<file path="config.mk">
export PLATFORM = sky130hd
export DESIGN_NAME = errorAverager
export DESIGN_NICKNAME = d
export VERILOG_FILES = /design/src/carrierLoopPkg.sv /design/src/errorAverager.sv
export SDC_FILE = /design/constraint.sdc
export NUM_CORES = 1
export LEC_CHECK = 0
export BUFFER_PORTS_ARGS = -buffer_cell sky130_fd_sc_hd__buf_2
export CELL_PAD_IN_SITES_DETAIL_PLACEMENT = 1
export CELL_PAD_IN_SITES_GLOBAL_PLACEMENT = 2
export CORE_ASPECT_RATIO = 0.5
export CORE_MARGIN = 4
export CORE_UTILIZATION = 27
export DETAILED_ROUTE_END_ITERATION = 7
export MAX_ROUTING_LAYER = met4
export PLACE_DENSITY_LB_ADDON = 0.3
export SLEW_MARGIN = 20
export SYNTH_ARGS = -nofsm -noshare
export SYNTH_HDL_FRONTEND = slang
export SYNTH_SLANG_ARGS = --single-unit
</file>
<file path="constraint.sdc">
create_clock -name clk -period 5.1 [get_ports clk]
set_input_delay 0.51 -clock clk [delete_from_list [all_inputs] [get_ports clk]]
set_output_delay 0.51 -clock clk [all_outputs]
set_load 0.02 [all_outputs]
</file>
<file path="src/carrierLoopPkg.sv">
// Loop types, configuration struct, register map and quarter-wave cosine table
package carrierLoopPkg;

    // ----------------------------------------
    // Data types
    // ----------------------------------------
    // I or Q sample, 17 fraction bits
    typedef logic signed [17:0] sampleT;
    typedef logic signed [7:0]  phaseErrT;
    // Turns per sample scaled by 2^32
    typedef logic [31:0]        freqT;
    // Filter value, top 32 bits line up with freqT
    typedef logic signed [39:0] accT;

    typedef struct packed {
        sampleT re;
        sampleT im;
    } iqT;

    typedef struct packed {
        logic       invertError;
        logic       zeroError;
        logic       clearAccum;
        logic [1:0] averageSelect;
        logic [4:0] leadExp;
        logic [4:0] lagExp;
        logic [31:0] limit;
        freqT       nominalFreq;
    } loopCfgT;

    // ----------------------------------------
    // Register map
    // ----------------------------------------
    localparam logic [3:0] ADDR_CONTROL  = 4'h0;
    localparam logic [3:0] ADDR_GAINS    = 4'h1;
    localparam logic [3:0] ADDR_LIMIT    = 4'h2;
    localparam logic [3:0] ADDR_NOMINAL  = 4'h3;
    localparam logic [3:0] ADDR_LAGACCUM = 4'h4;
    localparam logic [3:0] ADDR_FREQ     = 4'h5;

    // cos(k * 5.625 deg) * 131071 for k = 0..16
    localparam sampleT cosTable [17] = '{
        18'sd131071, 18'sd130440, 18'sd128553, 18'sd125427,
        18'sd121094, 18'sd115594, 18'sd108982, 18'sd101319,
        18'sd92681,  18'sd83151,  18'sd72819,  18'sd61786,
        18'sd50159,  18'sd38048,  18'sd25571,  18'sd12847,
        18'sd0
    };

endpackage

</file>
<file path="src/errorAverager.sv">
// Phase error conditioning and power-of-two block averaging
`timescale 1ns/1ns

module errorAverager import carrierLoopPkg::*; (
    input  logic     clk,
    input  logic     reset,
    input  phaseErrT phaseError,
    input  logic     phaseErrorEn,
    input  loopCfgT  cfg,
    output phaseErrT loopError,
    output logic     loopFilterEn
);

    phaseErrT           condError;
    logic signed [15:0] shiftError;
    logic signed [15:0] errorAcc;
    logic signed [15:0] blockSum;
    logic [2:0]         strobeCount;
    logic [2:0]         lastCount;
    logic               terminalCount;

    // Invert saturates so -128 becomes +127
    always_comb begin
        if (cfg.zeroError) begin
            condError = '0;
        end else if (cfg.invertError) begin
            condError = (phaseError == 8'sh80) ? 8'sh7f : -phaseError;
        end else begin
            condError = phaseError;
        end
    end

    // Pre-divide by the block length so the sum lands in the top byte
    assign shiftError = 16'(condError) << (4'd8 - {2'b00, cfg.averageSelect});
    assign blockSum   = errorAcc + shiftError;

    assign lastCount     = 3'((4'd1 << cfg.averageSelect) - 4'd1);
    assign terminalCount = (strobeCount >= lastCount);

    // ----------------------------------------
    // Block counter and accumulator
    // ----------------------------------------
    always_ff @(posedge clk) begin
        if (reset) begin
            strobeCount  <= '0;
            errorAcc     <= '0;
            loopFilterEn <= 1'b0;
        end else begin
            loopFilterEn <= phaseErrorEn && terminalCount;
            if (phaseErrorEn) begin
                if (terminalCount) begin
                    strobeCount <= '0;
                    errorAcc    <= '0;
                end else begin
                    strobeCount <= strobeCount + 3'd1;
                    errorAcc    <= blockSum;
                end
            end
        end
    end

    // Rounded mean, completing strobe included
    always_ff @(posedge clk) begin
        if (phaseErrorEn && terminalCount) begin
            loopError <= blockSum[15:8] + {7'd0, blockSum[7]};
        end
    end

endmodule

</file>
== Word-level counts from Yosys, hierarchy flattened ==
Cells that the tools add are included.

* Register bits: 28
* Output and inout bits: 9
* Logic and storage cells: 20

* Add/sub/neg operators: 6
* Magnitude comparators: 1
* Equality and inequality tests: 1
* Shifts and indexed selects: 2
* Mux-type cells: 5
* Reductions and logical operators: 1

{| class="wikitable"
|+ Operator list
! operator !! count
|-
| $mux 8 || 3
|-
| $add 16x16->16 || 1
|-
| $mux 16 || 1
|-
| $shl 16x4->16 || 1
|-
| $add 8x1->8 || 1
|-
| $eq 8x8->1 const B || 1
|-
| $neg 8->8 || 1
|-
| $sub 4x2->4 const A || 1
|-
| $add 3x1->3 const B || 1
|-
| $ge 3x3->1 || 1
|-
| $mux 3 || 1
|-
| $shl 1x2->3 const A || 1
|-
| $sub 3x1->3 const B || 1
|-
| $logic_and 1x1->1 || 1
|}

== Depth between registers and ports, before layout ==
Gate-level depths: netlist of run 1.

* Depth in word-level cells: 7
* Gate-level depth with buffers: 19
* Gate-level depth less buffers: 19

== Least setup slack after synthesis of run 1 ==
No wires, ideal clock.

* Path kind: input to register
* From: input port phaseError[5]
* To: register loopError[7] (data pin)
* Setup time: 263 ps
* Arrival time: 3,701 ps
* Setup slack: 1,136 ps
* Stages: 17
* Path buffers: 1
* Cells stage by stage: or4_4 -> or3_2 -> nand2_1 -> o221ai_1 -> mux2i_1 -> nand2_1 -> o21ai_0 -> ha_1 -> clkbuf_1 -> and3_1 -> nand3_1 -> o21a_1 -> o21ai_0 -> a31oi_1 -> nand4_1 -> nor3_1 -> xor2_1

* Word-level cells in the longest chain between the ends: 7
* Elaborated cells between the ends (all ways): 8
* Those cells by class: 3 x add/sub; 1 x eq/ne; 1 x shift; 3 x mux

{| class="wikitable"
|+ Ends and longest elaborated chain
! item !! line !! RTL
|-
| start, declared || errorAverager.sv:7 || <nowiki>input phaseErrT phaseError,</nowiki>
|-
| $neg 8->8 / $eq 8x8->1 (equally long branches) || errorAverager.sv:27 || <nowiki>condError = (phaseError == 8'sh80) ? 8'sh7f : -phaseError;</nowiki>
|-
| $mux 8 || errorAverager.sv:27 ||
|-
| $mux 8 (*) || errorAverager.sv:26 || <nowiki>end else if (cfg.invertError) begin</nowiki>
|-
| $mux 8 (*) || errorAverager.sv:24 || <nowiki>if (cfg.zeroError) begin</nowiki>
|-
| $shl 16x4->16 (*) || errorAverager.sv:34 || <nowiki>assign shiftError = 16'(condError) << (4'd8 - {2'b00, cfg.averageSelect});</nowiki>
|-
| $add 16x16->16 (*) || errorAverager.sv:35 || <nowiki>assign blockSum = errorAcc + shiftError;</nowiki>
|-
| $add 8x1->8 (*) || errorAverager.sv:65 || <nowiki>loopError <= blockSum[15:8] + {7'd0, blockSum[7]};</nowiki>
|-
| end signal, assigned || errorAverager.sv:65 ||
|-
| end, declared || errorAverager.sv:10 || <nowiki>output phaseErrT loopError,</nowiki>
|}

Every way passes the cells marked *; elsewhere a longest branch is shown, timed or not.
A chain may end at the register's enable or synchronous reset.

== Worst setup path in the final report of run 1 ==
Ends and elaborated chain as after synthesis.

==> flow_metrics.env, run 1 <==
export IMPL_insertion_delay_ns=0.26
export IMPL_clock_sinks=28
export IMPL_synth_xor_area_frac=0.0687
export IMPL_fin_tns_setup_ns=0
export IMPL_required_ns=5.10
export IMPL_p_switching_w=0.000297
export IMPL_clock_path_buffers=2
export IMPL_r2r_start="errorAcc[9]$_SDFFE_PP0P_"
export IMPL_pre_cts_ws_ns=0.208
export IMPL_numCtsBuffers=3
export IMPL_holdBufCountCts=0
export IMPL_finalMaxSlewViolations=0
export IMPL_yosys_top_cells_area="dfxtp_1, ha_1, edfxtp_1"
export IMPL_gp_congestion=0.809
export IMPL_port_buffers=23
export IMPL_antenna_cells=0
export IMPL_min_period_ns=4.57
export IMPL_wl_per_cell_um=15.6
export IMPL_p_clk_frac=0.229
export IMPL_synth_mux_area_frac=0.0319
export IMPL_intPower_w=0.000502
export IMPL_synth_area_sq_mm=0.00255
export IMPL_wl_mm=7.25
export IMPL_maxSlewHeadroom=0.500
export IMPL_instances_no_fill=466
export IMPL_synthTopCellsByCount="nand2_1, nor2_1, ha_1"
export IMPL_initial_core_util=0.285
export IMPL_ys_types=53
export IMPL_yosysWarningCount=0
export IMPL_grt_pass1_wl_mm=12.5
export IMPL_synth_adder_area_share=0.131
export IMPL_hold_class="reg2reg"
export IMPL_die_x_um=145
export IMPL_rows=24
export IMPL_cap_viol_max_count=0
export IMPL_fp_dieH_um=76.7
export IMPL_die_area_sq_mm=0.0112
export IMPL_via_per_inst=5.21
export IMPL_cts_setup_buffers=0
export IMPL_core_area_sq_mm=0.00895
export IMPL_critPathLaunch="phaseError[5]"
export IMPL_synth_area_leader_cell="dfxtp_1"
export IMPL_synth_seq_cells=28
export IMPL_cp_end_kind="register"
export IMPL_ys_async_sr_fraction=0
export IMPL_nets=466
export IMPL_drc=0
export IMPL_p_leak_nw=1.24
export IMPL_num_vias=2427
export IMPL_root_buffer="clkbuf_16"
export IMPL_ys_flop_type="dfxtp_1"
export IMPL_hold_ws_ns=0.479
export IMPL_outcome="complete, no violations"
export IMPL_worst_pin_slew_ns=0.749
export IMPL_ys_seq_area_frac=0.251
export IMPL_cts_resized=0
export IMPL_syn_instance_count=324
export IMPL_syn_area_per_cell_sq_um=7.87
export IMPL_drtIter0Drc=80
export IMPL_cp_max_fo=12
export IMPL_swShare=0.371
export IMPL_pwr_share_comb=0.429
export IMPL_synth_simple_gate_area_frac=0.215
export IMPL_first_global_vias=2562
export IMPL_io_pins=99
export IMPL_arrival_ns=4.58
export IMPL_cts_tree="yes"
export IMPL_setup_slack_ns=0.525
export IMPL_p_per_area_mw_per_mm2=275
export IMPL_fin_skew_ns=0.00367
export IMPL_cts_htree_levels=1
export IMPL_ant_nets=0
export IMPL_critical_path_class="in2reg"
export IMPL_dr_pass1_iters=4
export IMPL_setup_viol=0
export IMPL_fmax_mhz=219
export IMPL_place_inst=462
export IMPL_place_detailed_hpwl_mm=5.81
export IMPL_hold_violations=0
export IMPL_synth_top_family_by_area="compound AO/OA/AOI/OAI gates"
export IMPL_hp_start="errorAcc[0]$_SDFFE_PP0P_"
export IMPL_worst_setup_path_start_kind="primary input"
export IMPL_peakVddDrop_v=0.000106
export IMPL_grt_ovfl_total=0
export IMPL_pwr_share_seq=0.342
export IMPL_synth_compound_area_frac=0.254
export IMPL_final_layout_size_suffix_gt1_frac=0.120
export IMPL_synth_top_area_frac=0.157
export IMPL_grt_antenna_before_repair=0
export IMPL_grt_max_degree=22
export IMPL_rsz0062_at_grt="false"
export IMPL_synth_edf_count=8
export IMPL_grt_use_total=0.135
export IMPL_path_clk_slew_ns=0.07
export IMPL_area_growth_pct=13.9
export IMPL_finalCritPeriodShare=0.897
-- critical path, cell delays in order --
cell	delay, ns
buf_2	0.12
or4_4	0.58
or3_2	0.55
nand2_1	0.09
o221ai_1	0.14
mux2i_1	0.22
nand2_1	0.09
o21ai_0	0.12
ha_1	0.40
nand3_1	0.20
nor3_1	0.29
a21oi_1	0.13
o21ai_0	0.36
xor2_1	0.26
nand4_1	0.19
nor3_1	0.22
xor2_1	0.10
-- logic make-up (layout without fill, tap and decap cells) --
| family | after synthesis | count (layout) |
|---|---|---|
| and+or+nand+nor | 113 | 113 |
| AOI/OAI and AO/OA | 97 | 97 |
| buffers and inverters | 31 | 52 |
| DFF | 28 | 28 |
| adders and majority gates | 26 | 26 |
| xor gates and xnor gates | 20 | 20 |
| muxes | 8 | 8 |
| other | 1 | 5 |
-- final timing paths --
check,endpoint,slack [ns],depth (start not counted)
worst max-delay path,loopError[7]$_DFFE_PP_,0.53,17
worst max register to register,loopError[7]$_DFFE_PP_,2.22,9
worst min register to register,errorAcc[0]$_SDFFE_PP0P_,0.48,2
worst min-delay path,errorAcc[0]$_SDFFE_PP0P_,0.48,2
-- metal layers --
metal / vias to the layer above / global-route usage / part of all wire
met5: - / - / 0
met4: 0 / 0.0170 / 0.0048
met3: 5 / 0.0124 / 0.022
met2: 25 / 0.226 / 0.45
met1: 1169 / 0.184 / 0.52
li1: 1228 / - / -
-- placed cells by master (no fill, tap or decap), types with 3 or more instances in the layout --
cell / instances
o211ai_1: 8
nor2b_1: 3
a21oi_1: 24
o221ai_1: 4
buf_4: 7
o21ai_0: 19
nand2_1: 31
a21o_1: 5
mux2i_1: 7
inv_1: 17
dfxtp_1: 20
conb_1: 5
nor3_1: 11
nor2_1: 31
ha_1: 25
xnor2_1: 9
edfxtp_1: 8
xor2_1: 11
a22oi_1: 9
a31oi_1: 4
o31ai_1: 5
clkbuf_16: 3
nand3_1: 14
nand2b_1: 9
a211oi_1: 5
buf_2: 23
-- metrics by stage --
stage | util | power [W] | instance area [sq um]
after floorplan | - | 0.000508 | 2560
after global placement | 0.316 | 0.000605 | 2830
after detailed placement | 0.316 | 0.000618 | 2830
after CTS | 0.325 | 0.000807 | 2910
after global routing | 0.325 | 0.000861 | 2910
final | 0.325 | 0.000798 | 2910
-- power by group through the flow --
stage                     Combinational [W]  Sequential (W)  Clock (W)
after floorplan                    0.000227        0.000282          0
after global placement             0.000328        0.000276          0
after detailed placement           0.000340        0.000277          0
after CTS                          0.000343        0.000273   0.000192
after global routing               0.000386        0.000275   0.000200
final                              0.000343        0.000273   0.000183
-- area by class of cell --
cell class | instances | area [sq um]
Multi-Input combinational cell | 269 | 1800
Fill cell | 1094 | 6040
Timing Repair Buffer | 30 | 168
Sequential cell | 28 | 641
Inverter | 18 | 67.6
Clock buffer | 4 | 78.8
Tap cell | 117 | 146
-- state kept, by name, summed over array words and instances (netlist names) --
name and cells:
loopError 8, strobeCount 3, errorAcc 16, loopFilterEn 1
(Power assumes the default switching activity.)
==> run 2, diff against run 1 <==
--- a/config.mk
+++ b/config.mk
@@ -11,9 +11,11 @@
 export CORE_ASPECT_RATIO = 0.5
 export CORE_MARGIN = 4
 export CORE_UTILIZATION = 27
+export CTS_CLUSTER_SIZE = 10
 export DETAILED_ROUTE_END_ITERATION = 7
 export MAX_ROUTING_LAYER = met4
 export PLACE_DENSITY_LB_ADDON = 0.3
+export RECOVER_POWER = 50
 export SLEW_MARGIN = 20
 export SYNTH_ARGS = -nofsm -noshare
 export SYNTH_HDL_FRONTEND = slang
==> run 2 against run 1 <==
  * Sequential power about the same
  * Utilization is 0.25 points lower
  * First-iteration DRC count is 3.8% lower
  * Largest cell class unchanged
  * Highest routed layer unchanged
==> flow_metrics.env, run 2 (synthesis results as in run 1) <==
export IMPL_arrival_ns=4.59
export IMPL_first_global_vias=2562
export IMPL_hold_class="reg2reg"
export IMPL_clock_sinks=28
export IMPL_gp_congestion=0.809
export IMPL_fin_area_sq_mm=0.00288
export IMPL_cp_end_kind="register"
export IMPL_insertion_delay_ns=0.26
export IMPL_numCtsBuffers=3
export IMPL_r2r_cells=9
export IMPL_maxSlewHeadroom=0.496
export IMPL_cap_viol_max_count=0
export IMPL_cts_setup_buffers=0
export IMPL_core_area_sq_mm=0.00895
export IMPL_whs_path_depth=2
export IMPL_hold_violations=0
export IMPL_required_ns=5.10
export IMPL_die_area_sq_mm=0.0112
export IMPL_path_clk_slew_ns=0.07
export IMPL_place_inst=462
export IMPL_power_w=0.000795
export IMPL_min_period_ns=4.59
export IMPL_worstHoldEndpoint="errorAcc[0]$_SDFFE_PP0P_"
export IMPL_holdBufCountCts=0
export IMPL_rsz0062_at_grt="false"
export IMPL_rr_endpoint="loopError[7]$_DFFE_PP_"
export IMPL_fp_dieH_um=76.7
export IMPL_rows=24
export IMPL_root_buffer="clkbuf_16"
export IMPL_outcome="complete, no violations"
export IMPL_n_fill_cell=1099
export IMPL_port_buffers=23
export IMPL_io_pins=99
export IMPL_top_register="errorAcc"
export IMPL_largest_reg_flops=16
export IMPL_via_per_inst=5.22
export IMPL_nets=466
export IMPL_crit_family="simple AND/OR/NAND/NOR gates"
export IMPL_instances_no_fill=466
export IMPL_peakVddDrop_v=0.000107
export IMPL_dr_pass1_iters=4
export IMPL_grt_pass1_wl_mm=12.5
export IMPL_cp_max_fo=12
export IMPL_area_growth_pct=13.1
export IMPL_max_stage_delay_ns=0.58
export IMPL_worst_pin_slew_ns=0.755
export IMPL_p_leak_nw=1.20
export IMPL_cp_num_buf_inv=1
export IMPL_p_per_area_mw_per_mm2=276
export IMPL_r2r_start="errorAcc[9]$_SDFFE_PP0P_"
export IMPL_grt_ovfl_total=0
export IMPL_reg_largest_list="errorAcc: 16 flops, loopError: 8 flops, strobeCount: 3 flops"
export IMPL_clock_path_buffers=2
export IMPL_post_route_util=0.322
export IMPL_num_vias=2433
export IMPL_critical_path_class="in2reg"
export IMPL_finalCritPeriodShare=0.900
export IMPL_grt_use_total=0.135
export IMPL_wl_mm=7.29
export IMPL_hp_start="errorAcc[0]$_SDFFE_PP0P_"
export IMPL_fin_skew_ns=0.00413
export IMPL_fin_tns_setup_ns=0
export IMPL_ant_nets=0
export IMPL_die_x_um=145
export IMPL_cts_htree_levels=1
export IMPL_grt_antenna_before_repair=0
export IMPL_finalMaxSlewViolations=0
export IMPL_placedInstanceArea_sq_mm=0.00283
export IMPL_drtIter0Drc=77
export IMPL_cp_slowest_cell="or4_4"
export IMPL_wl_per_cell_um=15.7
export IMPL_final_layout_size_suffix_gt1_frac=0.0831
export IMPL_antenna_cells=0
export IMPL_worst_r2r_setup_slack_ns=2.21
export IMPL_layout_common_cells="nand2_1, nor2_1, ha_1"
export IMPL_setup_viol=0
export IMPL_drc=0
export IMPL_cts_tree="yes"
export IMPL_cts_resized=0
export IMPL_worst_setup_path_start_kind="primary input"
export IMPL_place_detailed_hpwl_mm=5.81
export IMPL_crit_chain="buf_2 -> or4_4 -> or3_2 -> nand2_1 -> o221ai_1 -> mux2i_1 -> nand2_1 -> o21ai_0 -> ha_1 -> nand3_1 -> nor3_1 -> a21oi_1 -> o21ai_0 -> xor2_1 -> nand4_1 -> nor3_1 -> xor2_1"
export IMPL_initial_core_util=0.285
export IMPL_fmax_mhz=218
export IMPL_grt_max_degree=22
## run 2: cell types whose count changed in the layout (fill, tap and decap cells not counted)
| cell | previous run | this run |
|---|---|---|
| buf_4 | 7 | 4 |
| buf_2 | 23 | 14 |
| inv_1 | 17 | 18 |
| clkbuf_1 | 1 | 13 |
| inv_2 | 1 | 0 |
## run 2: layer usage
metal	global-route usage	share of wire	wire (um)	up-vias
li1	-	-	-	1228
met1	0.184	0.51	3730	1167
met2	0.226	0.45	3270	33
met3	0.0124	0.035	257	5
met4	0.0170	0.0048	35	0
met5	-	0	0	-
## run 2: power by group
part / internal [W] / switching (W) / total (W)
Clock: 0.000107 / 0.0000765 / 0.000184
Sequential: 0.000259 / 0.0000137 / 0.000273
Combinational: 0.000132 / 0.000207 / 0.000338
## run 2: stage by stage
step | setup slack [ns] | hold WS, ns
global route | 0.104 | 0.510
detailed placement | 0.208 | 0.473
finish | 0.509 | 0.480
floorplan | 1.14 | 0.445
global placement | 0.335 | 0.454
CTS | 0.484 | 0.483
## run 2: worst max path at each step
stage,startpoint,end,cells after the start,slack [ns]
2_1_floorplan,phaseError[5],loopError[7]$_DFFE_PP_,17,1.14
3_3_place_gp,phaseError[5],loopError[7]$_DFFE_PP_,17,0.34
3_5_place_dp,phaseError[5],loopError[7]$_DFFE_PP_,17,0.21
4_1_cts,phaseError[5],loopError[7]$_DFFE_PP_,17,0.48
5_1_grt,phaseError[5],loopError[7]$_DFFE_PP_,17,0.10
6_report,phaseError[5],loopError[7]$_DFFE_PP_,17,0.51
## run 2: tightest hold or removal path, stage by stage (launching register included)
cell and delay, ns:
dfxtp_1 0.32, nand2_1 0.07, a21oi_1 0.05
## run 2: layout make-up
| type | instances | area (sq um) | share of cell area |
|---|---|---|---|
| Sequential cell | 28 | 641 | 0.222 |
| Clock buffer | 4 | 78.8 | 0.0273 |
| Multi-Input combinational cell | 269 | 1800 | 0.626 |
| Inverter | 18 | 67.6 | 0.0234 |
| Timing Repair Buffer | 30 | 145 | 0.0503 |
| Tap cell | 117 | 146 | 0.0508 |
