### src/carrierLoopPkg.sv
// Loop types, configuration struct, register map and quarter-wave cosine table
package carrierLoopPkg;

    // ----------------------------------------
    // Data types
    // ----------------------------------------
    // I or Q sample, 17 fraction bits
    typedef logic signed [17:0] sampleT;
    typedef logic signed [7:0]  phaseErrT;
    // Turns per sample scaled by 2^32
    typedef logic [31:0]        freqT;
    // Filter value, top 32 bits line up with freqT
    typedef logic signed [39:0] accT;

    typedef struct packed {
        sampleT re;
        sampleT im;
    } iqT;

    typedef struct packed {
        logic       invertError;
        logic       zeroError;
        logic       clearAccum;
        logic [1:0] averageSelect;
        logic [4:0] leadExp;
        logic [4:0] lagExp;
        logic [31:0] limit;
        freqT       nominalFreq;
    } loopCfgT;

    // ----------------------------------------
    // Register map
    // ----------------------------------------
    localparam logic [3:0] ADDR_CONTROL  = 4'h0;
    localparam logic [3:0] ADDR_GAINS    = 4'h1;
    localparam logic [3:0] ADDR_LIMIT    = 4'h2;
    localparam logic [3:0] ADDR_NOMINAL  = 4'h3;
    localparam logic [3:0] ADDR_LAGACCUM = 4'h4;
    localparam logic [3:0] ADDR_FREQ     = 4'h5;

    // cos(k * 5.625 deg) * 131071 for k = 0..16
    localparam sampleT cosTable [17] = '{
        18'sd131071, 18'sd130440, 18'sd128553, 18'sd125427,
        18'sd121094, 18'sd115594, 18'sd108982, 18'sd101319,
        18'sd92681,  18'sd83151,  18'sd72819,  18'sd61786,
        18'sd50159,  18'sd38048,  18'sd25571,  18'sd12847,
        18'sd0
    };

endpackage

### src/loopRegs.sv
// Loop control registers with byte-lane writes and read-back multiplexer
`timescale 1ns/1ns

module loopRegs import carrierLoopPkg::*; (
    input  logic        clk,
    input  logic        reset,
    input  logic [3:0]  wr,
    input  logic [3:0]  addr,
    input  logic [31:0] din,
    input  freqT        lagAccum,
    input  freqT        freqWord,
    output logic [31:0] dout,
    output loopCfgT     cfg
);

    // Words 0..3 are writable, 4 and 5 are live status
    logic [31:0] regFile [4];
    logic        writable;

    assign writable = (addr[3:2] == 2'b00);

    // ----------------------------------------
    // Write side
    // ----------------------------------------
    always_ff @(posedge clk) begin
        if (reset) begin
            regFile[ADDR_CONTROL[1:0]] <= '0;
            regFile[ADDR_GAINS[1:0]]   <= '0;
            // Widest clamp until software narrows it
            regFile[ADDR_LIMIT[1:0]]   <= 32'h7fff_ffff;
            regFile[ADDR_NOMINAL[1:0]] <= '0;
        end else if (writable) begin
            for (int lane = 0; lane < 4; lane++) begin
                if (wr[lane]) begin
                    regFile[addr[1:0]][8*lane +: 8] <= din[8*lane +: 8];
                end
            end
        end
    end

    // ----------------------------------------
    // Field decode
    // ----------------------------------------
    // Control: bit 0 invert, bit 1 zero, bit 2 clear, bits 5:4 average select
    // Gains: bits 4:0 lead exponent, bits 12:8 lag exponent
    always_comb begin
        cfg.invertError   = regFile[ADDR_CONTROL[1:0]][0];
        cfg.zeroError     = regFile[ADDR_CONTROL[1:0]][1];
        cfg.clearAccum    = regFile[ADDR_CONTROL[1:0]][2];
        cfg.averageSelect = regFile[ADDR_CONTROL[1:0]][5:4];
        cfg.leadExp       = regFile[ADDR_GAINS[1:0]][4:0];
        cfg.lagExp        = regFile[ADDR_GAINS[1:0]][12:8];
        cfg.limit         = regFile[ADDR_LIMIT[1:0]];
        cfg.nominalFreq   = regFile[ADDR_NOMINAL[1:0]];
    end

    // Read mux
    always_comb begin
        case (addr)
            ADDR_CONTROL,
            ADDR_GAINS,
            ADDR_LIMIT,
            ADDR_NOMINAL:  dout = regFile[addr[1:0]];
            ADDR_LAGACCUM: dout = lagAccum;
            ADDR_FREQ:     dout = freqWord;
            default:       dout = '0;
        endcase
    end

endmodule

### config.mk
export PLATFORM = sky130hd
export DESIGN_NAME = loopRegs
export DESIGN_NICKNAME = d
export VERILOG_FILES = /design/src/carrierLoopPkg.sv /design/src/loopRegs.sv
export SDC_FILE = /design/constraint.sdc
export NUM_CORES = 1
export LEC_CHECK = 0
export ABC_AREA = 1
export ABC_CLOCK_PERIOD_IN_PS = 2300
export BUFFER_PORTS_ARGS = -buffer_cell sky130_fd_sc_hd__buf_2
export CORE_ASPECT_RATIO = 1.5
export CORE_MARGIN = 5
export CORE_UTILIZATION = 50
export DETAILED_ROUTE_END_ITERATION = 16
export PLACE_DENSITY = 0.84
export SLEW_MARGIN = 30
export SYNTH_ARGS = -nofsm -noshare
export SYNTH_HDL_FRONTEND = slang
export SYNTH_SLANG_ARGS = --single-unit
### constraint.sdc
create_clock -name clk -period 2.3 [get_ports clk]
set_input_delay 0.46 -clock clk [delete_from_list [all_inputs] [get_ports clk]]
set_output_delay 0.46 -clock clk [all_outputs]
set_load 0.01 [all_outputs]
[After elaboration in Yosys (flattened, before gate mapping)]
Memory sizes are Yosys's and may differ from the RTL's.
Cells that the tools add are included.
Storage, ports and cells
  register bits: 0
  bits in writable memories: 128
  bits of input ports: 106
  output and inout bits: 111
  word-level logic and storage cells: 32
  memories: 1
Operators by class
  eq/ne operators: 5
  multiplexer cells: 22
  reduce and logical (&&, ||, !) cells: 4
Memories
  regFile: words 4, width 32, read ports 5, clocked after memory_dff 0, wr ports 4, RTL line loopRegs.sv:17  | logic [31:0] regFile [4];
Operators by type and width (count)
  $pmux W32 S3: 1
  $mux W32: 1
  $reduce_or A32 Y1: 1
  $mux W1: 18
  $eq A4 B2 Y1 const B: 2
  $eq A4 B3 Y1 const B: 2
  $eq A4 B1 Y1 const B: 1
  $logic_not A4 Y1: 1
  $mux W4: 1
  $reduce_or A4 Y1: 1
  $logic_not A2 Y1: 1
  $mux W2: 1

[Longest topological paths before layout]
Gate-level depths: netlist of run 1.
  depth in word-level cells: 6
  gate-level depth with buffers: 10

[Worst setup path after synthesis of run 1]
Ideal clock, no wire load.
  kind: input port to flip-flop
  from: input port addr[0]
  to: memory regFile[2][16], enable pin
  setup time: 387 ps
  arrival time: 1581 ps
  required time: 1913 ps
  path slack: 332 ps
  cell stages on the path: 3
  path buffers: 2
  cell sequence: buf_4 -> buf_1 -> o31ai_1
RTL lines
  from (decl): RTL line loopRegs.sv:8  | input logic [3:0] addr,
  to (decl): RTL line loopRegs.sv:17

[Final worst setup path of run 1]
  from: input port addr[0]
  to: output port dout[30]
On the way
  word-level cells in the longest chain between the ends: 3
  elaborated cells on any way between the ends: 9
  those cells by class: eq/ne (5); mux (1); reduce/logical (2); memory (1)
Ends and longest elaborated chain
  $eq A4 B1 Y1 (tied with other cells): RTL line loopRegs.sv:59  | case (addr)
  $reduce_or A4 Y1: RTL line loopRegs.sv:59
  $pmux W32 S3 (*): RTL line loopRegs.sv:59
  to (decl): RTL line loopRegs.sv:12  | output logic [31:0] dout,
Mark *: on every way between the ends. The rest lies on a longest branch, timed or not.

==> results of run 1 <==
==> cell families after synthesis <==
kind of cell / share of synthesized area
and+or+nand+nor: 0.316
buffers and inverters: 0.102
AOI/OAI and AO/OA: 0.0247
DFF: 0.558
==> metrics by stage <==
stage | instance area (µm²) | hold slack, ns | total power [W] | util | instances
final | 8680 | 0.373 | 0.00606 | 0.641 | 1179
after CTS | 8670 | 0.363 | 0.00607 | 0.641 | 1177
after global routing | 8680 | 0.382 | 0.00629 | 0.641 | 1178
after global placement | 8170 | 0.790 | 0.00376 | 0.604 | 1148
after floorplan | 6890 | 0.685 | 0.00336 | - | 792
after detailed placement | 8170 | 0.784 | 0.00378 | 0.604 | 1148
==> worst min-delay path, delay by kind of cell <==
kind | cells | cell delay (ns)
buf+inv | 2 | 0.13
simple gates | 1 | 0.08
==> metal layers <==
metal	vias up	share of wire	global-route usage
met5	-	0	0
met4	0	0.034	0.114
met3	59	0.090	0.0642
met2	313	0.53	0.477
met1	2938	0.34	0.284
li1	3002	-	-
==> report_power, final <==
group          total (W)  internal, W  switching [W]
Combinational   0.000908     0.000319       0.000589
Clock            0.00232      0.00143       0.000897
Sequential       0.00283      0.00275      0.0000800
==> layout make-up <==
| class | count | area, µm² |
|---|---|---|
| well taps | 162 | 203 |
| flip-flops and latches | 128 | 3840 |
| multi-input cells | 510 | 2360 |
| diodes | 2 | 5.00 |
| fillers | 1144 | 4850 |
| clock inverters | 12 | 78.8 |
| clock buffers | 17 | 425 |
| repair buffers | 253 | 1410 |
| inverters | 95 | 359 |
==> cell usage in the layout (no fill, tap or decap), types with 2 or more instances in the layout <==
cell	instances
buf_4	33
nand3_1	90
a21oi_1	13
buf_12	4
nand4_4	6
o21ai_1	11
o21ai_2	2
o211ai_1	2
clkinv_2	3
nand4_1	34
clkbuf_16	17
nand2_1	243
nor2_1	97
nor2_4	4
inv_1	91
inv_2	3
diode_2	2
edfxtp_1	128
buf_2	216
o21ai_0	2
clkinv_1	7
==> path summary, 6_finish.rpt <==
check | to | slack (ns) | cells past startpoint
setup / recovery | dout[30] | 0.24 | 11
hold / removal | regFile[2][2] | 0.37 | 3
==> results.sh, run 1 <==
export IMPL_yosys_warnings=0
export IMPL_grt_setup_unrepaired="false"
export IMPL_min_from="din[2]"
export IMPL_yosys_cell_count_top_type="nand2_1"
export IMPL_worst_pin_slew_ns=0.465
export IMPL_status="completed"
export IMPL_clock_path_buffers=2
export IMPL_async_flop_share=0
export IMPL_place_ws_ns=0.231
export IMPL_cts_resized=0
export IMPL_synth_seq_cells=128
export IMPL_cp_required_ns=1.84
export IMPL_drtAntennaViolNets=0
export IMPL_crit_slowest_cell="buf_4"
export IMPL_timing_final_ws_setup_ns=0.240
export IMPL_arrival_ns=1.60
export IMPL_clock_sink_count=128
export IMPL_crit_path_max_incr_delay_ns=0.26
export IMPL_dieWidth_um=106
export IMPL_cp_common_cell="nand2_1"
export IMPL_die_area_mm2=0.0163
export IMPL_io_pins=217
export IMPL_synth_distinct_cells=26
export IMPL_synth_edf_count=128
export IMPL_ys_seq_area_frac=0.558
export IMPL_grt_pass1_wl_um=32500
export IMPL_drc=0
export IMPL_criticalPathCategory="in -> out"
export IMPL_finalCriticalPeriod_ns=2.06
export IMPL_gp_congestion=0.888
export IMPL_hp_class="in -> reg"
export IMPL_grt_pass1_vias=6382
export IMPL_finalSetupViolCount=0
export IMPL_irDropWorstVdd_mv=0.613
export IMPL_path_cells="buf_2 > inv_4 > nor2_8 > nand2_1 > inv_2 > buf_4 > nand2_1 > nand2_1 > inv_1 > nand2_1 > buf_2"
export IMPL_path_clk_slew_ns=0.05
export IMPL_core_mm2=0.0135
export IMPL_crit_fanout=16
export IMPL_grt_start_max_net_pins=37
export IMPL_path_buf_inv=6
export IMPL_cts_tree="yes"
export IMPL_drtIter0Drc=425
export IMPL_dpl_hpwl_um=15300
export IMPL_hold_violations=0
export IMPL_syn_mean_instance_area_um2=8.70
export IMPL_cts_setup_buffers=0
export IMPL_drive_gt1_frac=0.292
export IMPL_synth_area_top_cells="edfxtp_1 56%, nand2_1 13%, nand3_1 6.5%, nor2_1 5.3%, inv_1 5.0%"
export IMPL_die_h_um=154
export IMPL_crit_path_start="addr[0]"
export IMPL_num_rows=52
export IMPL_synth_nets=898
export IMPL_antenna_found_initial=1
export IMPL_powerDensity_mw_per_mm2=699
export IMPL_largest_reg_flops=128
export IMPL_ys_flop_type="edfxtp_1"
export IMPL_clock_fmax_mhz=486
export IMPL_overflow=0
export IMPL_drv_slew=0
export IMPL_yosysTopAreaCell="edfxtp_1"
export IMPL_startpoint_type="input pin"
export IMPL_cts_buffers=17
export IMPL_postCtsHoldBufs=0
export IMPL_p_leak_nw=4.16
export IMPL_routed_wl_um=21200
export IMPL_period_share=0.896
export IMPL_htreeDepth=4
export IMPL_syn2layout_area_growth_pct=26.0
export IMPL_clock_root_buffer="clkbuf_16"
export IMPL_place_port_buffers=216
export IMPL_synth_top_area_frac=0.558
export IMPL_start_util=0.509
export IMPL_vias_per_cell=5.35
export IMPL_layout_nets=1111
export IMPL_critical_path_top_delay_family="buffers and inverters"
export IMPL_synthCells=792
export IMPL_slew_headroom=0.689
export IMPL_ys_top_cells_by_count="243 x nand2_1, 128 x edfxtp_1, 97 x nor2_1"
export IMPL_vias=6312
export IMPL_max_cap_viol_count=0
export IMPL_grt_usage=0.261
export IMPL_synthesis_area_mm2=0.00689
export IMPL_drt_wirelength_per_cell_um=18.0
export IMPL_endpoint_kind="primary output"
export IMPL_fin_setup_tns_ns=0
export IMPL_drtPass1Iterations=5
Note: power is estimated with default switching activity, not from simulation.
==> run 2: changes to the inputs <==
--- a/config.mk
+++ b/config.mk
@@ -12,6 +12,7 @@
 export CORE_MARGIN = 5
 export CORE_UTILIZATION = 50
 export DETAILED_ROUTE_END_ITERATION = 16
+export GPL_TIMING_DRIVEN = 0
 export PLACE_DENSITY = 0.84
 export SLEW_MARGIN = 30
 export SYNTH_ARGS = -nofsm -noshare
==> run 2 against run 1 <==
Net effect:
- via count up 6.6%
- cell count up 2.0%
- die area unchanged
- critical path type unchanged
- total power up 3.8%
- utilization up 0.44 points
- hold slack worse by 0.016 ns
- critical endpoint is now dout[31]
- first-iteration DRC count up 39%
- global-route usage up 2.9 points
==> results.sh, run 2 (synthesis results as in run 1) <==
export IMPL_final_common_cell="nand2_1"
export IMPL_swShare=0.278
export IMPL_irDropWorstVdd_mv=0.611
export IMPL_criticalPathCategory="in -> out"
export IMPL_powerDensity_mw_per_mm2=720
export IMPL_final_cells=1202
export IMPL_pwr_share_clk=0.398
export IMPL_hp_class="in -> reg"
export IMPL_grt_setup_unrepaired="false"
export IMPL_clock_root_buffer="clkbuf_16"
export IMPL_finalCriticalPeriod_ns=2.25
export IMPL_arrival_ns=1.79
export IMPL_overflow=0
export IMPL_drtPass1Iterations=5
export IMPL_dpl_cell_count=1169
export IMPL_startpoint_type="input pin"
export IMPL_cts_tree="yes"
export IMPL_clock_path_buffers=2
export IMPL_dpl_hpwl_um=17500
export IMPL_syn2layout_area_growth_pct=26.9
export IMPL_p_leak_nw=4.24
export IMPL_drv_slew=0
export IMPL_min_to="regFile[2][3]"
export IMPL_crit_fanout=10
export IMPL_vias_per_cell=5.60
export IMPL_placed_cell_area_mm2=0.00817
export IMPL_final_cell_mix="243 x nand2_1, 239 x buf_2, 128 x edfxtp_1"
export IMPL_die_area_mm2=0.0163
export IMPL_grt_pass1_vias=6706
export IMPL_max_cap_viol_count=0
export IMPL_cp_required_ns=1.84
export IMPL_core_mm2=0.0135
export IMPL_num_rows=52
export IMPL_min_from="din[3]"
export IMPL_io_pins=217
export IMPL_drt_wirelength_per_cell_um=20.0
export IMPL_gp_congestion=0.922
export IMPL_worst_pin_slew_ns=0.902
export IMPL_grt_usage=0.290
export IMPL_drive_gt1_frac=0.309
export IMPL_slew_headroom=0.395
export IMPL_drtIter0Drc=591
export IMPL_worstHoldPathCells=3
export IMPL_drc=0
export IMPL_fin_area_mm2=0.00874
export IMPL_cts_buffers=17
export IMPL_endpoint_kind="primary output"
export IMPL_cts_setup_buffers=0
export IMPL_grt_start_max_net_pins=17
export IMPL_routed_wl_um=24100
export IMPL_p_seq_frac=0.449
export IMPL_path_clk_slew_ns=0.06
export IMPL_antenna_found_initial=2
export IMPL_vias=6727
export IMPL_grt_pass1_wl_um=35400
export IMPL_p_sw_w=0.00175
export IMPL_clock_fmax_mhz=445
export IMPL_period_share=0.976
export IMPL_largest_reg_flops=128
export IMPL_place_port_buffers=215
export IMPL_drtAntennaViolNets=0
export IMPL_finalSetupViolCount=0
export IMPL_hold_violations=0
export IMPL_intPower_w=0.00454
export IMPL_start_util=0.509
export IMPL_dieWidth_um=106
export IMPL_clock_sink_count=128
export IMPL_combPwrFrac=0.152
export IMPL_die_h_um=154
export IMPL_layout_nets=1132
export IMPL_htreeDepth=4
export IMPL_postCtsHoldBufs=0
export IMPL_status="completed"
-- run 2: changes by cell type in the layout (fill, tap and decap cells not counted), sizes merged --
cell,delta
clkinvlp,+2
diode,-1
inv,+2
buf,+14
clkinv,-1
clkbuf,+7
-- run 2: critical path, stage by stage --
cell and delay (ns):
buf_2 0.12, nor2_2 0.24, buf_4 0.24, clkbuf_2 0.32
o21ai_0 0.19, nand2_1 0.09, buf_2 0.13
-- run 2: power groups by stage --
stage | sequential [W] | clock (W) | combinational [W]
finish | 0.00283 | 0.00251 | 0.000959
global placement | 0.00286 | 0 | 0.000925
detailed placement | 0.00287 | 0 | 0.000945
floorplan | 0.00290 | 0 | 0.000454
global route | 0.00284 | 0.00259 | 0.00103
CTS | 0.00282 | 0.00248 | 0.000954
-- run 2: worst max-delay path by stage --
stage                       start             end  slack, ns
after floorplan           addr[0]  regFile[2][16]       0.33
after global placement    addr[3]  regFile[2][20]      -0.26
after detailed placement  addr[3]        dout[31]      -0.18
after CTS                 addr[0]        dout[16]       0.02
after global routing      addr[0]        dout[16]       0.02
final                     addr[3]        dout[31]       0.05
-- run 2: cell type report --
cell class,count,area [µm²]
timing repair buffer,215,1080
multi-input combinational,510,2350
tap,162,203
clock buffer,17,425
clock inverter,15,120
inverter,95,359
antenna,1,2.50
sequential,128,3840
buffer,59,359
fill,1142,4790
-- run 2: timing repair --
action	CTS	global route
setup endpoints to repair	28	21
cloned	0	0
gates resized for setup	8	4
-- run 2: layer usage --
layer  wire, µm  track usage
met1       8030        0.304
met2      12200        0.503
met3       2300       0.0751
met4       1520        0.203
met5         13            0
-- run 2: through the flow --
stage                     setup slack, ns   util  total power, W  setup TNS (ns)  hold WS [ns]
final                              0.0549  0.646         0.00629               0         0.358
after global routing               0.0237  0.646         0.00645               0         0.376
after CTS                          0.0176  0.645         0.00626               0         0.347
after detailed placement           -0.177  0.604         0.00381           -2.30         0.787
after global placement             -0.256  0.604         0.00379           -3.60         0.783
after floorplan                     0.332      -         0.00336               0         0.685
==> run 3: changes to the inputs <==
--- a/config.mk
+++ b/config.mk
@@ -8,7 +8,7 @@
 export ABC_AREA = 1
 export ABC_CLOCK_PERIOD_IN_PS = 2300
 export BUFFER_PORTS_ARGS = -buffer_cell sky130_fd_sc_hd__buf_2
-export CORE_ASPECT_RATIO = 1.5
+export CORE_ASPECT_RATIO = 0.9
 export CORE_MARGIN = 5
 export CORE_UTILIZATION = 50
 export DETAILED_ROUTE_END_ITERATION = 16
==> run 3 against run 2 <==
Net effect:
- utilization is 1.1 points higher
- highest routed layer unchanged
- flip-flop and latch count is the same
- largest cell class unchanged
- first-iteration DRC count increased by 33%
==> results.sh, run 3 (synthesis results as in run 1) <==
export IMPL_routed_wl_um=24100
export IMPL_crit_path_max_incr_delay_ns=0.30
export IMPL_n_fill_cell=1080
export IMPL_finalSetupViolCount=0
export IMPL_grt_pass1_wl_um=35400
export IMPL_clock_sink_count=128
export IMPL_grt_usage=0.291
export IMPL_crit_slowest_cell="buf_2"
export IMPL_irDropWorstVdd_mv=0.532
export IMPL_clock_fmax_mhz=441
export IMPL_multi_input_area_mm2=0.00236
export IMPL_dpl_hpwl_um=17300
export IMPL_die_h_um=121
export IMPL_fin_area_mm2=0.00881
export IMPL_powerDensity_mw_per_mm2=727
export IMPL_grt_start_max_net_pins=20
export IMPL_drive_gt1_frac=0.313
export IMPL_postCtsHoldBufs=0
export IMPL_drtAntennaViolNets=0
export IMPL_drtPass1Iterations=5
export IMPL_startpoint_type="input pin"
export IMPL_clock_path_buffers=2
export IMPL_hold_violations=0
export IMPL_path_cells="buf_2 > nor2_2 > buf_6 > buf_2 > o21ai_0 > nand2_1 > buf_2"
export IMPL_path_clk_slew_ns=0.05
export IMPL_drv_slew=0
export IMPL_endpoint_kind="primary output"
export IMPL_drc=0
export IMPL_core_mm2=0.0134
export IMPL_syn2layout_area_growth_pct=27.8
export IMPL_dpl_cell_count=1175
export IMPL_slew_headroom=0.478
export IMPL_start_util=0.514
export IMPL_largest_reg_flops=128
export IMPL_drt_wirelength_per_cell_um=19.9
export IMPL_gp_congestion=0.892
export IMPL_vias_per_cell=5.54
export IMPL_drtIter0Drc=786
export IMPL_layout_nets=1135
export IMPL_criticalPathCategory="in -> out"
export IMPL_cts_buffers=17
export IMPL_clock_root_buffer="clkbuf_16"
export IMPL_status="completed"
export IMPL_placed_cell_area_mm2=0.00818
export IMPL_max_cap_viol_count=0
export IMPL_min_to="regFile[2][30]"
export IMPL_worst_pin_slew_ns=0.778
export IMPL_cp_required_ns=1.84
export IMPL_post_route_util=0.657
export IMPL_cts_tree="yes"
export IMPL_dieWidth_um=134
export IMPL_final_common_cell="nand2_1"
export IMPL_place_port_buffers=215
export IMPL_antenna_found_initial=3
export IMPL_io_pins=217
export IMPL_worstHoldPathCells=3
export IMPL_hp_class="in -> reg"
export IMPL_min_from="din[30]"
export IMPL_overflow=0
export IMPL_grt_pass1_vias=6515
export IMPL_vias=6714
export IMPL_cp_common_cell="buf_2"
export IMPL_final_seq_area_mm2=0.00384
export IMPL_crit_fanout=19
export IMPL_die_area_mm2=0.0162
export IMPL_final_cells=1212
export IMPL_htreeDepth=4
export IMPL_finalCriticalPeriod_ns=2.27
export IMPL_num_rows=40
export IMPL_period_share=0.987
export IMPL_p_leak_nw=4.27
export IMPL_arrival_ns=1.81
export IMPL_final_cell_mix="243 x nand2_1, 240 x buf_2, 128 x edfxtp_1"
-- run 3: changes by cell type in the layout (fill, tap and decap cells not counted), moves of 2 or more --
cell,delta
buf_4,+3
buf_1,-2
clkinv_2,-2
clkinv_4,+2
inv_6,-2
-- run 3: worst max path at each step --
stage                  from        endpoint  cells after the start
finish              addr[3]        dout[16]                      7
global placement    addr[3]  regFile[2][21]                      5
floorplan           addr[0]  regFile[2][16]                      3
global route        addr[0]        dout[16]                     11
detailed placement  addr[3]        dout[16]                      7
CTS                 addr[0]        dout[13]                      8
-- run 3: per-stage QoR --
step / hold WS [ns] / setup TNS, ns / setup WS, ns / total power (W)
global route: 0.379 / -0.0128 / -0.0128 / 0.00659
global placement: 0.785 / -1.83 / -0.178 / 0.00378
finish: 0.369 / 0 / 0.0300 / 0.00640
detailed placement: 0.791 / -0.801 / -0.101 / 0.00381
floorplan: 0.685 / 0 / 0.332 / 0.00336
CTS: 0.361 / 0 / 0.00709 / 0.00637
-- run 3: power by group --
group / total (W) / internal (W) / switching [W]
combinational: 0.000966 / 0.000328 / 0.000638
sequential: 0.00283 / 0.00275 / 0.0000846
clock: 0.00260 / 0.00159 / 0.00102
total: 0.00640 / 0.00466 / 0.00174
-- run 3: final cells by class --
cell class,count,share of cell area
Clock buffer,18,0.0487
Buffer,58,0.0405
Inverter,95,0.0408
Timing Repair Buffer,219,0.125
Tap cell,168,0.0239
Multi-Input combinational cell,510,0.268
Clock inverter,14,0.0163
Antenna cell,2,0.000568
Sequential cell,128,0.436
-- run 3: worst max-delay path, delay by kind of cell --
kind,cells,cell delay (ns)
and+or+nand+nor,2,0.38
buffers and inverters,4,0.83
AOI/OAI and AO/OA,1,0.14
-- run 3: per-layer routing --
layer / track usage / share of wire / vias up
met4: 0.121 / 0.034 / 2
met2: 0.468 / 0.47 / 493
li1: - / - / 3064
met5: 0 / 0.00029 / -
met3: 0.0966 / 0.14 / 74
met1: 0.362 / 0.36 / 3081
-- run 3: what timing repair did --
| action | 4_1_cts | 5_1_grt |
|---|---|---|
| pin swaps | 0 | 1 |
| endpoints found under the hold margin | 0 | 0 |
| resized for setup | 6 | 10 |
| buffers inserted | 0 | 4 |
| endpoints found under the setup margin | 24 | 24 |
